$ cat src/mod_macros.svh
`ifndef MOD_MACROS_SVH
`define MOD_MACROS_SVH

// sample memory geometry
`define MOD_IDX_W  10
`define MOD_DEPTH  1024
`define MOD_DATA_W 8

// wishbone port widths
`define WB_ADR_W 12
`define WB_DAT_W 32

// register word addresses, taken from adr[2:0]
`define REG_CYCLE_0    3'd0
`define REG_FREQ_DIV_0 3'd1
`define REG_CYCLE_1    3'd2
`define REG_FREQ_DIV_1 3'd3
`define REG_REP        3'd4
`define REG_CTRL       3'd5

`endif

$ cat src/mod_pkg.sv
`default_nettype none

`include "mod_macros.svh"

package mod_pkg;

  // everything the host programs through the register map
  typedef struct packed {
    logic [`WB_DAT_W-1:0] cycle_0;     // last index of segment 0
    logic [`WB_DAT_W-1:0] freq_div_0;  // clocks per index step, never 0
    logic [`WB_DAT_W-1:0] cycle_1;
    logic [`WB_DAT_W-1:0] freq_div_1;
    logic [`WB_DAT_W-1:0] rep;         // all ones plays forever
    logic                 req_segment;
  } mod_settings_t;

  // free running indices from the timer
  typedef struct packed {
    logic [`MOD_IDX_W-1:0] idx_0;
    logic [`MOD_IDX_W-1:0] idx_1;
    logic                  wrap_0;  // high in the first cycle of idx_0 == 0
    logic                  wrap_1;
  } mod_cnt_t;

  // one sample write into the buffer
  typedef struct packed {
    logic                   segment;
    logic [`MOD_IDX_W-1:0]  addr;
    logic [`MOD_DATA_W-1:0] sample;
  } mod_wr_t;

  // what leaves the sequencer each cycle
  typedef struct packed {
    logic [`MOD_DATA_W-1:0] sample;
    logic                   segment;
    logic                   stop;
  } mod_out_t;

endpackage

`default_nettype wire

$ cat src/mod_swapchain.sv
`default_nettype none

`include "mod_macros.svh"

module mod_swapchain import mod_pkg::*; (
  input  wire logic                  CLK,
  input  wire logic                  rst,
  input  wire logic                  update,
  input  mod_settings_t              settings,
  input  mod_cnt_t                   cnt,
  output logic                       segment,
  output logic      [`MOD_IDX_W-1:0] idx,
  output logic                       stop
);

  logic                  pending;   // a swap waits here for the next period start
  logic                  req_seg;
  logic [`WB_DAT_W-1:0]  rep_lim;
  logic [`WB_DAT_W-1:0]  rep_cnt;   // periods completed since the count started

  logic                  seg_n;
  logic                  pend_n;
  logic                  req_n;
  logic [`WB_DAT_W-1:0]  lim_n;
  logic [`WB_DAT_W-1:0]  cnt_n;
  logic                  stop_n;
  logic [`MOD_IDX_W-1:0] idx_n;
  logic                  act_wrap;
  logic                  req_wrap;

  assign act_wrap = segment ? cnt.wrap_1 : cnt.wrap_0;
  assign req_wrap = req_seg ? cnt.wrap_1 : cnt.wrap_0;

  // ~~~~~~~~~~~~~~~~~~~~~~~~~~~~~~~~~~~~~~~~~~~~~~~~~~~~~~~~~~~~~~~~~~~~
  // next state

  always_comb begin
    seg_n  = segment;
    pend_n = pending;
    req_n  = req_seg;
    lim_n  = rep_lim;
    cnt_n  = rep_cnt;
    stop_n = stop;

    if (update) begin
      if (settings.req_segment == segment) begin
        lim_n  = settings.rep;
        pend_n = 1'b0; // same segment just restarts the repeat count
        cnt_n  = '0;
        stop_n = 1'b0;
      end else begin
        pend_n = 1'b1;
        req_n  = settings.req_segment;
      end
    end else if (pending && req_wrap) begin
      seg_n  = req_seg;
      pend_n = 1'b0;
      lim_n  = settings.rep;
      cnt_n  = '0;
      stop_n = 1'b0;
    end else if (act_wrap && !stop && rep_lim != '1) begin
      if (rep_cnt == rep_lim) begin
        stop_n = 1'b1;
      end else begin
        cnt_n = rep_cnt + 1'b1;
      end
    end

    // Once stopped the output parks on the last entry of the segment
    if (stop_n) begin
      idx_n = seg_n ? settings.cycle_1[`MOD_IDX_W-1:0] : settings.cycle_0[`MOD_IDX_W-1:0];
    end else begin
      idx_n = seg_n ? cnt.idx_1 : cnt.idx_0;
    end
  end

  always_ff @(posedge CLK) begin
    if (rst) begin
      segment <= 1'b0;
      pending <= 1'b0;
      req_seg <= 1'b0;
      rep_lim <= '1;   // play forever until the host issues an update
      rep_cnt <= '0;
      stop    <= 1'b0;
      idx     <= '0;
    end else begin
      segment <= seg_n;
      pending <= pend_n;
      req_seg <= req_n;
      rep_lim <= lim_n;
      rep_cnt <= cnt_n;
      stop    <= stop_n;
      idx     <= idx_n;
    end
  end

  // a swap must land right after the timer starts a period of the new segment
  a_swap_on_wrap: assert property (@(posedge CLK) disable iff (rst)
    !$stable(segment) |-> (segment ? $past(cnt.wrap_1) : $past(cnt.wrap_0)));

endmodule

`default_nettype wire

$ cat config.mk
export PLATFORM = sky130hd
export DESIGN_NAME = mod_swapchain
export DESIGN_NICKNAME = d
export VERILOG_FILES = /design/src/mod_pkg.sv /design/src/mod_swapchain.sv
export VERILOG_INCLUDE_DIRS = /design/src
export SDC_FILE = /design/constraint.sdc
export NUM_CORES = 1
export LEC_CHECK = 0
export ABC_AREA = 1
export BUFFER_PORTS_ARGS = -buffer_cell sky130_fd_sc_hd__buf_2
export CAP_MARGIN = 20
export CORE_MARGIN = 4
export CORE_UTILIZATION = 53
export DETAILED_ROUTE_END_ITERATION = 10
export PLACE_DENSITY = 0.87
export SLEW_MARGIN = 15
export SYNTH_ARGS = -nofsm -noshare
export SYNTH_HDL_FRONTEND = slang
export SYNTH_SLANG_ARGS = --single-unit
$ cat constraint.sdc
create_clock -name CLK -period 4.7 [get_ports CLK]
set_input_delay 1.41 -clock CLK [delete_from_list [all_inputs] [get_ports CLK]]
set_output_delay 1.41 -clock CLK [all_outputs]
set_load 0.01 [all_outputs]
# Word-level counts from Yosys, hierarchy flattened
# Cells that the tools add are included.
classes:
  eq_ne: 5
  mux: 23
  bitwise_logic: 1
  n_reduce_logical: 9
  add_sub_neg: 1
op_table:
  columns: ["cell", "count"]
  rows:
  - ["32-bit two-way mux", 8]
  - ["32-bit by 1-bit adder with 32-bit output, second input constant", 1]
  - ["32-bit == test", 1]
  - ["32-bit != test, second input constant", 1]
  - ["10-bit two-way mux", 3]
  - ["1-bit two-way mux", 12]
  - ["2-bit AND reduction", 2]
  - ["1-bit logical AND", 3]
  - ["3-bit != test, second input constant", 1]
  - ["3-bit AND reduction", 1]
  - ["3-bit nonzero test", 1]
  - ["2-bit by 1-bit != test with 1-bit output, second input constant", 1]
  - ["2-bit nonzero test", 1]
  - ["1-bit == test", 1]
  - ["1-bit logical NOT", 1]
  - ["1-bit inverter", 1]
word_totals:
  regBits: 78
  output_inout_bits: 12
  elab_cells: 46

# Longest topological paths before layout
depth:
  ltp_word: 7
  mapped_depth: 16

# Worst setup path before layout
# No wires, ideal clock.
synth_path:
  kind: "input to register"
  from: "in cnt[1] (netlist bit)"
  to: "reg idx[0]"
  required_time_ns: 4.585
  cell_stages: 8
  setup_slack_ns: 2.148
  arrival_ns: 2.437
  path_buffers: 1
  cell_sequence: "nor2_1 > nor3_4 > nand2_1 > o21ai_2 > clkbuf_1 > o21ai_0 > a21oi_1 > nor2_1"
synth_between:
  elab_chain_cells: 7
  word_cells_on_any_way: 13
  cone_classes: "mux: 10; reduce/logical: 3"
synth_lines:
  columns: ["item", "line", "source"]
  rows:
  - ["start, declared", "mod_swapchain.sv:10", "input mod_cnt_t cnt,"]
  - ["1-bit two-way mux", "mod_swapchain.sv:31", "assign act_wrap = segment ? cnt.wrap_1 : cnt.wrap_0;"]
  - ["1-bit logical AND (2 in a row)", "mod_swapchain.sv:61", "end else if (act_wrap && !stop && rep_lim != '1) begin"]
  - ["1-bit two-way mux", "mod_swapchain.sv:61", null]
  - ["1-bit two-way mux", "mod_swapchain.sv:55", "end else if (pending && req_wrap) begin"]
  - ["1-bit two-way mux", "mod_swapchain.sv:45", "if (update) begin"]
  - ["10-bit two-way mux *", "mod_swapchain.sv:70", "if (stop_n) begin"]
  - ["end signal, assigned", "mod_swapchain.sv:93", "idx <= idx_n;"]
  - ["end, declared", "mod_swapchain.sv:12", "output logic [`MOD_IDX_W-1:0] idx,"]
# Every way passes the cells marked *; elsewhere a longest branch is shown, timed or not.
# A chain may end at the register's enable or synchronous reset.

# Final worst setup path
layout_path:
  from: "in cnt[1] (netlist bit)"
  to: "reg rep_cnt[2]"
layout_between:
  elab_chain_cells: 5
  word_cells_on_any_way: 10
  cone_classes: "eq/ne: 1; mux: 4; reduce/logical: 5"
layout_lines:
  columns: ["item", "line", "source"]
  rows:
  - ["1-bit two-way mux", "mod_swapchain.sv:31", null]
  - ["1-bit logical AND (2 in a row)", "mod_swapchain.sv:61", null]
  - ["3-bit nonzero test (no source line)", null, null]
  - ["3-bit AND reduction (no source line)", null, null]
  - ["end signal, assigned", "mod_swapchain.sv:91", "rep_cnt <= cnt_n;"]
  - ["end, declared", "mod_swapchain.sv:19", "logic [`WB_DAT_W-1:0] rep_cnt;"]
# Several ways; a longest one is shown, not always the timed one.

==> run_results.csv <==
group,metric,value,unit
status,run_status,"completed",
floorplan,floorplan.initialDensity,55.4,%
floorplan,core_area,8850,µm²
logic_synthesis,synthesized_net_count,1010,
routing,drt_first_iter_violations,417,
floorplan,dieHeight,104,µm
routing,totalWireLength,12.9,mm
timing,setup_violations,0,
global_route,largest_net_degree_at_the_start_of_global_routing,43,
clock_network,cts_post_setup_buffers_inserted,0,
cells_and_area,instances_no_fill,1004,
floorplan,count_of_pins_on_the_block_boundary,198,
logic_synthesis,synth_area,4900,µm²
clock_network,ctsHtreeMaxLevel,3,
timing,slew_headroom,33.9,%
routing,topRoutingLayerUsed,"met5",
logic_synthesis,yosys-top-cells-area,"sky130_fd_sc_hd__dfxtp_1 (32%), sky130_fd_sc_hd__nand2_1 (20%), sky130_fd_sc_hd__nand3_1 (9.7%)",
worst_setup_path,worstPathMaxFanout,29,
cells_and_area,antenna_cells_inserted,0,
logic_synthesis,ys_ff_latch,78,
job,cap_violations,0,
worst_setup_path,crit_chain,"buf_2 -> nor2_1 -> nor3_4 -> nor2_2 -> nand2_1 -> nand3_1 -> a21oi_1",
logic_synthesis,yosysWarningCount,0,
logic_synthesis,netlist_instances,823,
logic_synthesis,synth-edff-count,0,
power,power.density_cell_area,278,nW/µm²
worst_setup_path,timing.critical_path.required,4990,ps
global_route,grt_pass1_vias,4655,
worst_setup_path,worst_reg_to_reg_path_cell_count,11,
clock_network,cts_hold_repair.buffers,0,
timing,finalHoldViolCount,0,
clock_network,tritoncts,"done",
global_route,globalRouteTotalUtil,23.5,%
power,power.leakage,2.50,nW
logic_synthesis,synth_ff_type,"sky130_fd_sc_hd__dfxtp_1",
floorplan,fp.dieW,104,µm
clock_network,clock_tree.root_cell,"sky130_fd_sc_hd__clkbuf_8",
routing,avgViaCountPerCell,5.26,
worst_setup_path,critical-path-slowest-cell,"sky130_fd_sc_hd__nand2_1",
placement,portBuffers,89,
clock_network,clkSlewWorstSetupHoldPaths,90,ps
floorplan,placement_rows,34,
cells_and_area,fin_nets,1078,
timing,rsz_0062_raised_after_global_routing,"no",
routing,final_antenna_net_count,0,
routing,route.vias.total,5284,
min_path,hold_path_class,"register to register",
routing,route.met2.wl,5.86,mm
clock_network,cts-buffers-inserted,9,
timing,fmax,0.325,GHz
routing,drt_pre_antenna_iters,5,
routing,drc,0,
logic_synthesis,synth.avg_cell_area,5.96,µm²
placement,placement.setup.worst_slack,1290,ps
timing,final.setup.tns,0,ps
power,vdd.ir_drop.worst,0.193,mV
placement,gp_routability_congestion,0.931,
timing,finClkSkew,11.4,ps
worst_setup_path,worst_setup_path_start_kind,"input pin",
worst_setup_path,worst_setup_path_end_kind,"register",
timing,min_period_over_period,65.4,%
clock_network,cts_repair_resize_count,0,
logic_synthesis,count_of_cell_types_in_the_netlist,33,
timing,drv_slew,0,
routing,routed_wire_length_per_instance,12.8,µm
clock_network,cts-root-to-sink-buffers,2,
cells_and_area,num-fill-cells,841,
timing,postLayoutSetupSlackWorst,1630,ps
clock_network,numClockSinks,78,
worst_setup_path,reg2reg_setup_slack,2300,ps
worst_setup_path,timing.setup.critical_path_class,"input pin to register",
logic_synthesis,netlist.area_leader.share,31.8,%
logic_synthesis,synth_area_leader_cell,"sky130_fd_sc_hd__dfxtp_1",
global_route,grt_pass1_wl,21.3,mm
logic_synthesis,yosysSeqAreaShare,31.8,%
floorplan,die_area,10900,µm²
logic_synthesis,leading_cell_type_by_number_of_instances_after_synthesis,"sky130_fd_sc_hd__nand2_1",
routing,met1_length,5.65,mm
clock_network,worst_skew_pair.late_latency,360,ps
placement,detailed_place_hpwl,9.42,mm
timing,post-route-min-period,3070,ps
logic_synthesis,netlist_top_cells_count,"sky130_fd_sc_hd__nand2_1 (260), sky130_fd_sc_hd__nand3_1 (95), sky130_fd_sc_hd__nor2_1 (93)",
cells_and_area,area_growth,13.4,%
timing,timing_worst_slew_pin_value,989,ps
cells_and_area,share_of_post_route_cells_with_drive_strength_above_1,13.7,%
global_route,antenna_found_initial,1,
worst_setup_path,worst-endpoint-arrival,3360,ps
placement,post-place-cells,988,
worst_setup_path,worst_path_largest_cell_delay,760,ps
logic_synthesis,async_flop_share,0,%
min_path,worst_hold_path_depth,2,
routing,met3_wire_length,1.10,mm
global_route,grt_overflow_total,0,
==> registers in the layout, summed over array words and instances, names as in the netlist <==
register  count
rep_cnt      32
rep_lim      32
idx          10
pending       1
req_seg       1
segment       1
stop          1
==> report_power, final <==
group | switching, mW | internal [mW] | leakage [nW]
combinational | 0.148 | 0.0956 | 1.75
clock | 0.270 | 0.303 | 0.107
sequential | 0.0293 | 0.698 | 0.641
==> path summary, 6_finish.rpt <==
path            endpoint        from
min           rep_lim[8]  rep_lim[8]
max reg2reg  rep_cnt[10]  rep_cnt[0]
max           rep_cnt[2]      cnt[1]
min reg2reg   rep_lim[8]  rep_lim[8]
==> per-stage QoR <==
step	util (%)	hold slack (ps)	power, mW	cell area, µm²
floorplan	-	471	0.909	4900
global placement	60.4	486	0.978	5340
detailed placement	60.4	494	0.984	5340
CTS	62.9	506	1.55	5560
global route	62.9	518	1.61	5560
finish	62.9	503	1.54	5560
==> layout make-up <==
class / count / area, µm² / share of cell area, %
multi-input combinational: 612 / 2800 / 50.3
sequential: 78 / 1560 / 28.1
timing repair buffer: 95 / 490 / 8.82
inverter: 95 / 357 / 6.41
tap: 108 / 135 / 2.43
clock buffer: 10 / 128 / 2.29
clock inverter: 6 / 93.8 / 1.69
==> cell families (layout without fill, tap and decap cells) <==
group                      Yosys count  in the layout  synth area share, %
and+or+nand+nor                    497            497                 42.9
buffers and inverters              133            206                 11.1
adders and majority gates            1              1                0.255
AOI/OAI and AO/OA                   88             88                 9.21
DFF                                 78             78                 31.8
xor gates and xnor gates            26             26                 4.64
==> cell usage in the layout (no fill, tap or decap), drive strengths merged, types with 10 or more instances in the layout <==
master  Yosys  layout
nor2       98      98
inv        93      94
nand2     260     260
dfxtp      78      78
nor3       23      23
buf        21      95
nand3      96      96
clkbuf     17      10
xnor2      23      23
a21oi      50      50
o21ai      35      35
==> critical path, delay by kind of cell <==
family | cells | cell delay [ps]
AOI/OAI and AO/OA | 1 | 170
buffers and inverters | 1 | 90
and+or+nand+nor | 5 | 1670
==> layer usage <==
metal / up-vias / global-route usage [%]
met3: 30 / 6.15
met4: 2 / 7.60
met5: - / 0
li1: 2743 / -
met1: 2300 / 30.0
met2: 209 / 38.5
Note: power is estimated with default switching activity, not from simulation.
