### config.mk
export PLATFORM = sky130hd
export DESIGN_NAME = mod_wb_regs
export DESIGN_NICKNAME = d
export VERILOG_FILES = /design/src/mod_pkg.sv /design/src/mod_wb_regs.sv
export VERILOG_INCLUDE_DIRS = /design/src
export SDC_FILE = /design/constraint.sdc
export NUM_CORES = 1
export LEC_CHECK = 0
export BUFFER_PORTS_ARGS = -buffer_cell sky130_fd_sc_hd__buf_2
export CORE_MARGIN = 10
export CORE_UTILIZATION = 40
export CTS_BUF_LIST = sky130_fd_sc_hd__clkbuf_8
export DETAILED_ROUTE_END_ITERATION = 12
export PLACE_DENSITY = 0.76
export SETUP_SLACK_MARGIN = 0.5
export SYNTH_ARGS = -nofsm -noshare
export SYNTH_HDL_FRONTEND = slang
export SYNTH_SLANG_ARGS = --single-unit
### constraint.sdc
create_clock -name CLK -period 3.45 [get_ports CLK]
set_input_delay 0.1725 -clock CLK [delete_from_list [all_inputs] [get_ports CLK]]
set_output_delay 0.1725 -clock CLK [all_outputs]
set_load 0.02 [all_outputs]
### src/mod_macros.svh
`ifndef MOD_MACROS_SVH
`define MOD_MACROS_SVH

// sample memory geometry
`define MOD_IDX_W  10
`define MOD_DEPTH  1024
`define MOD_DATA_W 8

// wishbone port widths
`define WB_ADR_W 12
`define WB_DAT_W 32

// register word addresses, taken from adr[2:0]
`define REG_CYCLE_0    3'd0
`define REG_FREQ_DIV_0 3'd1
`define REG_CYCLE_1    3'd2
`define REG_FREQ_DIV_1 3'd3
`define REG_REP        3'd4
`define REG_CTRL       3'd5

`endif

### src/mod_pkg.sv
`default_nettype none

`include "mod_macros.svh"

package mod_pkg;

  // everything the host programs through the register map
  typedef struct packed {
    logic [`WB_DAT_W-1:0] cycle_0;     // last index of segment 0
    logic [`WB_DAT_W-1:0] freq_div_0;  // clocks per index step, never 0
    logic [`WB_DAT_W-1:0] cycle_1;
    logic [`WB_DAT_W-1:0] freq_div_1;
    logic [`WB_DAT_W-1:0] rep;         // all ones plays forever
    logic                 req_segment;
  } mod_settings_t;

  // free running indices from the timer
  typedef struct packed {
    logic [`MOD_IDX_W-1:0] idx_0;
    logic [`MOD_IDX_W-1:0] idx_1;
    logic                  wrap_0;  // high in the first cycle of idx_0 == 0
    logic                  wrap_1;
  } mod_cnt_t;

  // one sample write into the buffer
  typedef struct packed {
    logic                   segment;
    logic [`MOD_IDX_W-1:0]  addr;
    logic [`MOD_DATA_W-1:0] sample;
  } mod_wr_t;

  // what leaves the sequencer each cycle
  typedef struct packed {
    logic [`MOD_DATA_W-1:0] sample;
    logic                   segment;
    logic                   stop;
  } mod_out_t;

endpackage

`default_nettype wire

### src/mod_wb_regs.sv
`default_nettype none

`include "mod_macros.svh"

module mod_wb_regs import mod_pkg::*; (
  input  wire logic                 CLK,
  input  wire logic                 rst,
  input  wire logic                 cyc,
  input  wire logic                 stb,
  input  wire logic                 we,
  input  wire logic [`WB_ADR_W-1:0] adr,
  input  wire logic [`WB_DAT_W-1:0] dat_w,
  output logic      [`WB_DAT_W-1:0] dat_r,
  output logic                      ack,
  output mod_settings_t             settings,
  output logic                      restart_0,
  output logic                      restart_1,
  output logic                      update,
  output mod_wr_t                   wr,
  output logic                      wr_en
);

  logic                 access;
  logic                 buf_sel;
  logic [2:0]           reg_adr;
  logic [`WB_DAT_W-1:0] rd_data;

  // ack is high for the one cycle after the request, so it also blocks a repeat
  assign access  = cyc && stb && !ack;
  assign buf_sel = adr[`WB_ADR_W-1];
  assign reg_adr = adr[2:0];

  always_comb begin
    rd_data = '0;
    if (!buf_sel) begin
      case (reg_adr)
        `REG_CYCLE_0:    rd_data = settings.cycle_0;
        `REG_FREQ_DIV_0: rd_data = settings.freq_div_0;
        `REG_CYCLE_1:    rd_data = settings.cycle_1;
        `REG_FREQ_DIV_1: rd_data = settings.freq_div_1;
        `REG_REP:        rd_data = settings.rep;
        `REG_CTRL:       rd_data[0] = settings.req_segment;
        default:         rd_data = '0;
      endcase
    end
  end

  // ~~~~~~~~~~~~~~~~~~~~~~~~~~~~~~~~~~~~~~~~~~~~~~~~~~~~~~~~~~~~~~~~~~~~
  // bus handshake and strobes

  always_ff @(posedge CLK) begin
    if (rst) begin
      ack       <= 1'b0;
      restart_0 <= 1'b0;
      restart_1 <= 1'b0;
      update    <= 1'b0;
      wr_en     <= 1'b0;
    end else begin
      ack       <= access;
      restart_0 <= access && we && !buf_sel &&
                   (reg_adr == `REG_CYCLE_0 || reg_adr == `REG_FREQ_DIV_0);
      restart_1 <= access && we && !buf_sel &&
                   (reg_adr == `REG_CYCLE_1 || reg_adr == `REG_FREQ_DIV_1);
      update    <= access && we && !buf_sel && (reg_adr == `REG_CTRL);
      wr_en     <= access && we && buf_sel;
    end
  end

  // ~~~~~~~~~~~~~~~~~~~~~~~~~~~~~~~~~~~~~~~~~~~~~~~~~~~~~~~~~~~~~~~~~~~~
  // settings registers

  always_ff @(posedge CLK) begin
    if (rst) begin
      settings            <= '0;
      settings.freq_div_0 <= `WB_DAT_W'(1);
      settings.freq_div_1 <= `WB_DAT_W'(1);
    end else if (access && we && !buf_sel) begin
      case (reg_adr)
        `REG_CYCLE_0:    settings.cycle_0     <= dat_w;
        `REG_FREQ_DIV_0: settings.freq_div_0  <= dat_w;
        `REG_CYCLE_1:    settings.cycle_1     <= dat_w;
        `REG_FREQ_DIV_1: settings.freq_div_1  <= dat_w;
        `REG_REP:        settings.rep         <= dat_w;
        `REG_CTRL:       settings.req_segment <= dat_w[0];
        default:         ;
      endcase
    end
  end

  // read data and the buffer write payload
  always_ff @(posedge CLK) begin
    if (access && !we) dat_r <= rd_data; // buffer addresses read back as zero
    if (access && we && buf_sel) begin
      wr.segment <= adr[`MOD_IDX_W];
      wr.addr    <= adr[`MOD_IDX_W-1:0];
      wr.sample  <= dat_w[`MOD_DATA_W-1:0];
    end
  end

  a_ack_single: assert property (@(posedge CLK) disable iff (rst) ack |=> !ack);

  a_div_nonzero: assert property (@(posedge CLK) disable iff (rst)
    settings.freq_div_0 != '0 && settings.freq_div_1 != '0);

endmodule

`default_nettype wire

# After elaboration in Yosys (flattened, before gate mapping)
# Cells that the tools add are included.
# totals
out_inout_bits	217
elab_cells	43
reg_bits	217
input_bits	49
# classes
reduce_logical	21
n_eq_ne	5
mux	2
# op_table
cell	count
$pmux W31 S5	1
$reduce_and A2 Y1	6
$logic_and A1 B1 Y1	9
$eq A3 B2 Y1 const B	2
$eq A3 B3 Y1 const B	2
$pmux W1 S6	1
$eq A3 B1 Y1 const B	1
$logic_not A1 Y1	3
$logic_not A3 Y1	1
$logic_or A1 B1 Y1	2

# Longest topological paths before layout
# Gate-level depths: netlist (run 1).
# depth
ltp_word	5
ltp_mapped	6
ltp_nobuf	3

# Least setup slack after synthesis (run 1)
# No wires, ideal clock.
# synth_path
kind	register to register
start	reg ack
end	reg dat_r[0], enable pin
setup_ps	421
t_required_ps	3029
setup_slack_ps	1076
t_arrival_ps	1953
synth_period_minus_slack_ps	2374
stages_incl_launch_ff	3
path_buffers	0
cell_sequence	dfxtp_1 nand3b_1 nor2_1
# synth_via
elab_chain_len	3
# synth_rtl
item	line_no	source
start: declaration	mod_wb_regs.sv:14	output logic ack,
start signal: assignment	mod_wb_regs.sv:59	ack <= access;
$logic_not A1 Y1	mod_wb_regs.sv:29	assign access = cyc && stb && !ack;
$logic_and A1 B1 Y1	mod_wb_regs.sv:29	
$logic_and A1 B1 Y1	mod_wb_regs.sv:92	if (access && !we) dat_r <= rd_data;
end signal: assignment	mod_wb_regs.sv:92	
end: declaration	mod_wb_regs.sv:13	output logic [`WB_DAT_W-1:0] dat_r,
# Every way passes these cells.
# A chain may end at the register's enable or synchronous reset.

# Worst setup path after layout (run 1)
# layout_path
start	reg ack
end	reg settings[11] (netlist name)
# layout_via
elab_chain_len	5
# layout_rtl
item	line_no	source
$logic_not A1 Y1	mod_wb_regs.sv:29	
$logic_and A1 B1 Y1	mod_wb_regs.sv:29	
$logic_and A1 B1 Y1 (2 in a row)	mod_wb_regs.sv:77	end else if (access && we && !buf_sel) begin
$reduce_and A2 Y1 (no source line)	--	
end: declaration	mod_wb_regs.sv:15	output mod_settings_t settings,
# Every way passes these cells.

==> metrics.csv, run 1 <==
stage,metric,value,unit
global_route,first-pass GRT wire length,47.0,mm
setup_path,worst reg2reg startpoint,ack,
setup_path,critical path launch point type,flop,
min_path,depth of the worst hold-timing path,3,
yosys,Most used DFF post-synth,dfxtp_1,
routing,via count,7771,
yosys,Post-Syn Area,0.00983,mm^2
global_route,largest net degree at the start of global routing,68,
global_route,total global-route track usage,18.7,%
sta,Slew headroom,21.4,%
routing,DRC errors left,0,
setup_path,CP arrival,2.73,ns
setup_path,CP max FO,17,
setup_path,Worst R2R End,settings[11],
sta,Clock Skew,0.00873,ns
cts,CTS tree,done,
global_route,vias in the first global route,8099,
die,Die X-Extent,177,um
cts,Root Buffer,clkbuf_8,
place,DP Area,0.0114,mm^2
sta,min cycle time layout,2.32,ns
sta,Worst Max-Slew Pin Slew,1.18,ns
min_path,WHS Endpoint,settings[91],
setup_path,slack of the worst reg-to-reg path,1.13,ns
global_route,GRT overflow,0,
routing,DRT Pass-1 Iters,5,
setup_path,cells on worst reg2reg path,4,
place,pre-CTS setup slack,0.791,ns
sta,final hold vios,0,
final_layout,Layout area overhead,25.0,%
setup_path,max incr delay on CP,1.03,ns
routing,wire length per cell,20.1,um
final_layout,"most common cell after layout, fill and taps aside",buf_2,
yosys,net count after synthesis,945,
die,core area,0.0242,mm^2
min_path,Hold Path Class,in2reg,
setup_path,worst-path cell chain,nand4b_2 -> or4b_2 -> buf_4 -> mux2i_1,
routing,initial DRC count,528,
global_route,initial antenna violation count,2,
routing,via/cell ratio,5.14,
power,VDD IR max,0.223,mV
sta,RSZ-0062 raised after global routing,false,
place,Buffers on Ports,265,
sta,Achievable Freq,0.431,GHz
setup_path,CP endpoint kind,flop,
sta,count of final max-slew check failures,0,
yosys,"EDFF count, synth",51,
setup_path,Worst Setup SP,ack,
yosys,Yosys cell types,32,
cts,H-tree depth,2,
sta,setup TNS,0,ns
setup_path,"Data required, critical path",3.85,ns
yosys,async set or reset register ratio after synthesis,0,%
cts,CTS max path bufs,3,
yosys,cell count after synthesis,896,
outcome,status,"finished, final reports clean",
sta,"Period Utilization, post-route",67.3,%
die,Initial Utilization,40.6,%
die,# rows,57,
die,Die Area,0.0313,mm^2
routing,post-route ant nets,0,
routing,drt total wl,30.4,mm
power,Leak Pwr,5.72,nW
cts,Worst-path clk slew,0.06,ns
run,# Max-Cap Violations,0,
power,P per Cell Area,423,mW/mm^2
place,post-DP HPWL,20.7,mm
cts,TritonCTS Buffers,38,
cts,clock sink count,217,
die,I/O pins,266,
final_layout,Antenna Cells,0,
setup_path,Slowest cell on crit path,or4b_2,
sta,# setup viols final,0,
cts,post-CTS sizing,0,
setup_path,Crit Path Class,reg2reg,
yosys,"Warnings, synthesis",0,
min_path,Hold Crit Start,dat_w[26],
final_layout,"leading cell types in the layout, fill and taps excluded","262 x buf_2, 194 x mux2i_1, 191 x nand2b_1",
final_layout,Final Instance Area,0.0123,mm^2
sta,Setup WS post-layout,1.13,ns
cts,later-pin clock latency in the skew report,0.53,ns
place,GPL Wtd Cong,0.804,
yosys,post-synthesis sequential area ratio,49.4,%
final_layout,final net count,1208,
final_layout,share of layout cells above drive strength 1,28.6,%
yosys,mean post-synth cell area,11.0,um^2
die,Die Y,177,um
yosys,#FFs+latches synth,217,
==> cell usage after synthesis (all sizes together) (2+ instances only) <==
library cell | count | area share, %
a21oi | 32 | 1.6
and2 | 2 | 0.13
buf | 26 | 1.9
clkbuf | 52 | 2.0
dfxtp | 166 | 34
edfxtp | 51 | 16
mux2i | 194 | 20
nand2b | 192 | 12
nand3b | 62 | 4.7
nand4b | 2 | 0.24
nor2 | 36 | 1.4
nor3 | 3 | 0.15
nor3b | 31 | 2.4
o31a | 30 | 2.7
or3 | 2 | 0.13
or4 | 2 | 0.15
or4b | 2 | 0.20
==> where the power goes <==
group,switching [mW],internal [mW],leakage (nW)
clock,1.05,1.16,0.425
combinational,0.216,0.137,3.51
sequential,0.0128,2.62,1.78
==> layout make-up <==
cell class,count,area (um^2)
flip-flops and latches,217,4850
fillers,2185,12000
clock inverters,24,106
inverters,1,3.75
multi-input cells,600,4620
well taps,324,405
clock buffers,44,606
repair buffers,301,1700
==> cell families (layout without fill, tap and decap cells) <==
kind of cell | after synthesis | count (layout) | share of synthesized area, %
simple gates | 341 | 341 | 22.3
flops | 217 | 217 | 49.4
mux | 195 | 195 | 20.0
buf+inv | 79 | 370 | 3.89
compound gates | 64 | 64 | 4.48
==> through the flow <==
stage                     utilization, %  power, mW  hold slack, ns  instances
after floorplan                        -       2.90           0.271        896
after global placement              46.8       3.02           0.350       1420
after detailed placement            46.8       3.02           0.351       1420
after CTS                           50.7       5.25         0.00190       1511
after global routing                50.7       5.38          0.0225       1511
final                               50.7       5.20          0.0236       1511
==> routing by layer <==
| metal | global-route usage (%) | up-vias | part of all wire, % |
|---|---|---|---|
| met3 | 5.38 | 59 | 7.5 |
| met1 | 21.9 | 3761 | 41 |
| met5 | 0 | - | 0.11 |
| met2 | 32.3 | 280 | 49 |
| li1 | - | 3667 | - |
| met4 | 6.20 | 4 | 2.4 |
==> worst max path at each step <==
stage                   end  cells after the start
2_1_floorplan      dat_r[0]                      2
4_1_cts        settings[11]                      4
3_5_place_dp   settings[11]                      5
3_3_place_gp    settings[4]                      5
5_1_grt         settings[8]                      4
6_report       settings[11]                      4
==> critical path: cells and delay by family, from the launching register on <==
| family | cells | cell delay [ns] |
|---|---|---|
| simple gates | 2 | 1.33 |
| flops | 1 | 0.32 |
| mux | 1 | 0.16 |
| buf+inv | 1 | 0.37 |
==> sequential cells by signal, summed over array words and instances (netlist names) <==
signal / flops
restart_0: 1
restart_1: 1
dat_r: 32
wr: 19
update: 1
ack: 1
wr_en: 1
settings: 161
==> timing repair <==
item	4_1_cts	5_1_grt
hold buffers	23	0
setup buffers	0	0
hold endpoints to repair	35	0
(Power assumes the default switching activity.)
==> inputs of run 2 (changes only) <==
--- a/config.mk
+++ b/config.mk
@@ -11,7 +11,7 @@
 export CORE_UTILIZATION = 40
 export CTS_BUF_LIST = sky130_fd_sc_hd__clkbuf_8
 export DETAILED_ROUTE_END_ITERATION = 12
-export PLACE_DENSITY = 0.76
+export PLACE_DENSITY = 0.78
 export SETUP_SLACK_MARGIN = 0.5
 export SYNTH_ARGS = -nofsm -noshare
 export SYNTH_HDL_FRONTEND = slang
==> constraint.sdc (replaced) <==
create_clock -name CLK -period 2.1 [get_ports CLK]
set_input_delay 0.105 -clock CLK [delete_from_list [all_inputs] [get_ports CLK]]
set_output_delay 0.105 -clock CLK [all_outputs]
set_load 0.02 [all_outputs]
==> run 2 against run 1 <==
Compared with the run above: core utilization is 2.4 points higher; worst setup slack got worse by 0.61 ns; clock skew up 0.0087 ns; design area is 4.7% higher; largest cell class unchanged.
==> metrics.csv, run 2 (synthesis gave the netlist of run 1 again) <==
stage,metric,value,unit
routing,DRC errors left,0,
setup_path,worst-path cell chain,nand4b_4 -> or4b_4 -> buf_12 -> mux2i_1,
sta,Achievable Freq,0.630,GHz
min_path,depth of the worst hold-timing path,3,
final_layout,"most common cell after layout, fill and taps aside",buf_2,
die,Die X-Extent,177,um
min_path,Hold Path Class,in2reg,
sta,min cycle time layout,1.59,ns
final_layout,share of layout cells above drive strength 1,29.4,%
power,P per Cell Area,679,mW/mm^2
die,Die Area,0.0313,mm^2
final_layout,final net count,1246,
cts,TritonCTS Buffers,37,
global_route,vias in the first global route,8285,
die,Initial Utilization,40.6,%
routing,via count,8035,
setup_path,"Largest delay share family, worst path",simple AND/OR/NAND/NOR gates,
routing,DRT Pass-1 Iters,5,
setup_path,cells on worst reg2reg path,4,
global_route,total global-route track usage,19.0,%
setup_path,Worst Path Buf+Inv,1,
sta,Slew headroom,59.4,%
sta,final hold vios,0,
sta,Clock Skew,0.0175,ns
setup_path,Slowest cell on crit path,or4b_4,
setup_path,CP max FO,12,
min_path,WHS Endpoint,settings[128],
setup_path,slack of the worst reg-to-reg path,0.51,ns
final_layout,Biggest register,settings,
final_layout,"leading cell types in the layout, fill and taps excluded","262 x buf_2, 194 x mux2i_1, 191 x nand2b_1",
final_layout,Layout area overhead,30.9,%
sta,RSZ-0062 raised after global routing,true,
setup_path,Worst Setup SP,ack,
setup_path,max incr delay on CP,0.58,ns
final_layout,registers with the most flip-flops,"settings: 161 flops, dat_r: 32 flops, wr: 19 flops",
setup_path,CP arrival,1.98,ns
sta,setup TNS,0,ns
cts,Worst-path clk slew,0.06,ns
cts,total setup buffers inserted after CTS,0,
setup_path,Worst R2R End,settings[39],
power,VDD IR max,0.439,mV
sta,# setup viols final,0,
power,Leak Pwr,5.99,nW
power,P_sw,2.13,mW
global_route,GRT overflow,0,
outcome,status,"finished, final reports clean",
routing,via/cell ratio,5.17,
sta,Worst Max-Slew Pin Slew,0.609,ns
place,Buffers on Ports,265,
routing,drt total wl,31.8,mm
setup_path,worst reg2reg startpoint,ack,
cts,later-pin clock latency in the skew report,0.53,ns
place,post-DP HPWL,20.5,mm
run,# Max-Cap Violations,0,
cts,CTS max path bufs,3,
power,Tot Pwr,8.74,mW
final_layout,Fillers,2151,
setup_path,critical path launch point type,flop,
routing,wire length per cell,20.5,um
power,clock share of power,43.0,%
die,I/O pins,266,
final_layout,final core utilization,53.1,%
routing,initial DRC count,549,
die,core area,0.0242,mm^2
setup_path,Crit Path Class,reg2reg,
final_layout,area of the multi-input gates,0.00465,mm^2
cts,Root Buffer,clkbuf_8,
setup_path,"Data required, critical path",2.49,ns
die,# rows,57,
power,Seq pwr share,49.5,%
power,switch share,24.3,%
min_path,Hold Crit Start,dat_w[31],
setup_path,CP endpoint kind,flop,
cts,clock sink count,217,
global_route,first-pass GRT wire length,47.3,mm
power,Gate power share,7.5,%
routing,post-route ant nets,0,
global_route,initial antenna violation count,4,
final_layout,final std cells w/o fill,1553,
final_layout,max FFs per register,161,
place,Placed Instances,1434,
cts,CTS tree,done,
cts,H-tree depth,2,
die,Die Y,177,um
sta,count of final max-slew check failures,0,
power,Internal Pwr Total,6.61,mW
sta,"Period Utilization, post-route",75.5,%
place,GPL Wtd Cong,0.801,
final_layout,flip-flop and latch area,0.00486,mm^2
global_route,largest net degree at the start of global routing,72,
-- run 2: cell types whose count changed in the layout (fill, tap and decap cells not counted), sizes merged --
cell	change
clkinvlp	-1
inv	-3
clkinv	+3
bufinv	+1
clkbuf	+2
diode	+3
dlygate4sd3	+21
buf	+16
-- run 2: per-stage QoR --
| stage | worst slack [ns] | hold WS [ns] | cell area, um^2 |
|---|---|---|---|
| 5_1_grt | 0.452 | 0.0368 | 12900 |
| 3_5_place_dp | 0.270 | 0.284 | 11500 |
| 2_1_floorplan | 0.487 | 0.204 | 9850 |
| 3_3_place_gp | 0.311 | 0.282 | 11500 |
| 4_1_cts | 0.343 | 0.00438 | 12700 |
| 6_report | 0.514 | 0.0327 | 12900 |
-- run 2: worst min-delay path, cell delays in order --
cell and delay (ns):
buf_2 0.09, nand2b_1 0.15, mux2i_1 0.15
-- run 2: power by group through the flow --
| stage | Combinational (mW) | Sequential, mW | Clock (mW) |
|---|---|---|---|
| after floorplan | 0.301 | 4.46 | 0 |
| after global placement | 0.570 | 4.41 | 0 |
| after detailed placement | 0.577 | 4.41 | 0 |
| after CTS | 0.646 | 4.32 | 3.83 |
| after global routing | 0.696 | 4.33 | 4.02 |
| final | 0.657 | 4.33 | 3.75 |
-- run 2: repair_timing --
| action | 4_1_cts | 5_1_grt |
|---|---|---|
| endpoints found under the setup margin | 124 | 153 |
| pin swaps | 0 | 4 |
| endpoints found under the hold margin | 159 | 0 |
| hold buffers | 44 | 0 |
| resized for setup | 9 | 12 |
| cloned | 0 | 4 |
-- run 2: cell type report --
class / instances / area share (%)
flip-flops and latches: 217 / 37.7
clock inverters: 24 / 0.982
clock buffers: 44 / 4.70
inverters: 1 / 0.0292
well taps: 324 / 3.15
diodes: 3 / 0.0583
repair buffers: 340 / 17.2
multi-input cells: 600 / 36.1
-- run 2: metal layers --
| metal | global-route usage [%] | vias up | wire, um |
|---|---|---|---|
| met3 | 5.21 | 67 | 2390 |
| met4 | 7.85 | 2 | 1010 |
| li1 | - | 3734 | - |
| met5 | 0 | - | 13 |
| met2 | 31.7 | 313 | 15300 |
| met1 | 22.6 | 3919 | 13100 |
-- run 2: how the worst max path moves through the flow --
stage | to | slack [ns] | depth (start not counted)
4_1_cts | settings[14] | 0.34 | 4
5_1_grt | settings[46] | 0.45 | 4
6_report | settings[39] | 0.51 | 4
2_1_floorplan | settings[76] | 0.49 | 5
3_3_place_gp | settings[49] | 0.31 | 4
3_5_place_dp | settings[39] | 0.27 | 4
==> inputs of run 3 (changes only) <==
==> constraint.sdc (replaced) <==
create_clock -name CLK -period 1.4 [get_ports CLK]
set_input_delay 0.07 -clock CLK [delete_from_list [all_inputs] [get_ports CLK]]
set_output_delay 0.07 -clock CLK [all_outputs]
set_load 0.02 [all_outputs]
==> run 3 against run 2 <==
Compared with the run above: the run now ends with negative setup slack left; power up 49%; clock power is 43% higher; critical path depth unchanged; core utilization increased by 8.8 points; worst setup slack got worse by 0.72 ns; die area unchanged; combinational power grew 78%; maximum frequency down 1.5%; flip-flop and latch count is the same; cell count up 2.7%; global-route usage increased by 0.97 points; critical endpoint is now settings[78]; non-clock buffer count increased by 43.
==> metrics.csv, run 3 (synthesis gave the netlist of run 1 again) <==
stage,metric,value,unit
outcome,status,"finished, violations left",
outcome,failing checks,negative setup slack,
sta,Worst Max-Slew Pin Slew,0.481,ns
die,Die Area,0.0313,mm^2
min_path,Hold Path Class,in2reg,
die,# rows,57,
routing,WL met3,2.92,mm
setup_path,slack of the worst reg-to-reg path,-0.21,ns
final_layout,max FFs per register,161,
global_route,largest net degree at the start of global routing,107,
sta,count of final max-slew check failures,0,
cts,H-tree depth,2,
global_route,vias in the first global route,8523,
die,Die X-Extent,177,um
sta,Setup WS post-layout,-0.210,ns
final_layout,registers with the most flip-flops,"settings: 161 flops, dat_r: 32 flops, wr: 19 flops",
routing,drt total wl,35.0,mm
power,VDD IR max,0.570,mV
cts,CTS tree,done,
cts,Root Buffer,clkbuf_8,
power,P per Cell Area,868,mW/mm^2
setup_path,critical path launch point type,flop,
cts,later-pin clock latency in the skew report,0.53,ns
global_route,initial antenna violation count,1,
place,GPL Wtd Cong,0.805,
setup_path,max incr delay on CP,0.57,ns
routing,via count,8498,
sta,Clock Skew,0.0218,ns
routing,DRC errors left,0,
die,Die Y,177,um
power,Leak Pwr,6.59,nW
run,# Max-Cap Violations,0,
setup_path,CP endpoint kind,flop,
setup_path,Slowest cell on crit path,or4_4,
final_layout,"most common cell after layout, fill and taps aside",buf_6,
final_layout,share of layout cells above drive strength 1,45.7,%
setup_path,worst-path cell chain,nand4b_4 -> or4_4 -> buf_12 -> mux2i_1,
min_path,Hold Crit Start,adr[11],
routing,via/cell ratio,5.33,
cts,clock sink count,217,
min_path,depth of the worst hold-timing path,3,
final_layout,final net count,1290,
routing,M1 WL,13.5,mm
final_layout,Biggest register,settings,
setup_path,Crit Path Class,reg2reg,
sta,WHS,0.0659,ns
sta,Achievable Freq,0.621,GHz
place,Buffers on Ports,265,
sta,"Period Utilization, post-route",115,%
setup_path,CP max FO,16,
place,post-DP HPWL,20.3,mm
setup_path,CP arrival,2.04,ns
final_layout,area of the multi-input gates,0.00472,mm^2
routing,wire length per cell,21.9,um
die,I/O pins,266,
cts,TritonCTS Buffers,38,
cts,CTS max path bufs,3,
sta,final hold vios,0,
global_route,first-pass GRT wire length,49.5,mm
routing,initial DRC count,632,
global_route,GRT overflow,0,
sta,min cycle time layout,1.61,ns
routing,metal2 WL,17.4,mm
min_path,WHS Endpoint,dat_r[0],
sta,# setup viols final,211,
setup_path,"Largest delay share family, worst path",simple AND/OR/NAND/NOR gates,
cts,Worst-path clk slew,0.07,ns
setup_path,Worst Path Buf+Inv,1,
setup_path,cells on worst reg2reg path,4,
final_layout,Layout area overhead,52.6,%
final_layout,"leading cell types in the layout, fill and taps excluded","218 x buf_6, 192 x mux2i_1, 191 x nand2b_1",
final_layout,Fillers,1734,
setup_path,"Data required, critical path",1.83,ns
routing,DRT Pass-1 Iters,5,
routing,post-route ant nets,0,
die,core area,0.0242,mm^2
die,Initial Utilization,40.6,%
setup_path,Crit path depth,4,
setup_path,Worst R2R End,settings[78],
sta,Slew headroom,67.9,%
sta,setup TNS,-23.17,ns
final_layout,flip-flop and latch area,0.00509,mm^2
setup_path,worst reg2reg startpoint,ack,
global_route,total global-route track usage,19.9,%
sta,RSZ-0062 raised after global routing,true,
routing,max layer used,met4,
==> run 3: power breakdown <==
group,internal (mW),switching [mW]
clock,2.76,2.62
combinational,0.556,0.614
sequential,6.44,0.0430
==> run 3: cell type report <==
cell class / count / share of cell area, %
Antenna cell: 1 / 0.0167
Clock buffer: 42 / 3.85
Clock inverter: 27 / 0.767
Inverter: 1 / 0.0250
Multi-Input combinational cell: 600 / 31.4
Sequential cell: 217 / 33.9
Tap cell: 324 / 2.70
Timing Repair Buffer: 383 / 27.3
==> run 3: what timing repair did <==
action	CTS	global route
buffers inserted	16	6
hold buffers	41	0
resized for setup	310	322
endpoints found under the hold margin	174	0
setup endpoints to repair	466	466
pin swaps	5	22
gates cloned	9	1
==> run 3: how the worst max path moves through the flow <==
stage | startpoint | end
final | ack | settings[78]
after global placement | ack | settings[17]
after CTS | ack | settings[83]
after detailed placement | ack | settings[19]
after global routing | ack | settings[53]
after floorplan | ack | settings[11]
==> run 3: worst register-to-register path, stage by stage (launching register included) <==
cell and delay, ns:
dfxtp_2 0.33, nand4b_4 0.20, or4_4 0.57, buf_12 0.19, mux2i_1 0.22
==> run 3: through the flow <==
stage	std cells	worst slack, ns	power (mW)	cell area [um^2]	util [%]
CTS	1587	-0.144	13.1	14100	58.1
global placement	1452	-0.297	7.52	11800	48.6
floorplan	896	-0.185	7.18	10100	-
finish	1595	-0.210	13.0	15000	61.9
detailed placement	1452	-0.328	7.53	11800	48.6
global route	1595	-0.236	13.5	15000	61.9
==> run 3: metal layers <==
layer  vias up  global-route usage, %
met5         -                      0
met4         0                   7.32
met3        94                   5.63
met2       424                   33.9
met1      4149                   23.5
li1       3831                      -
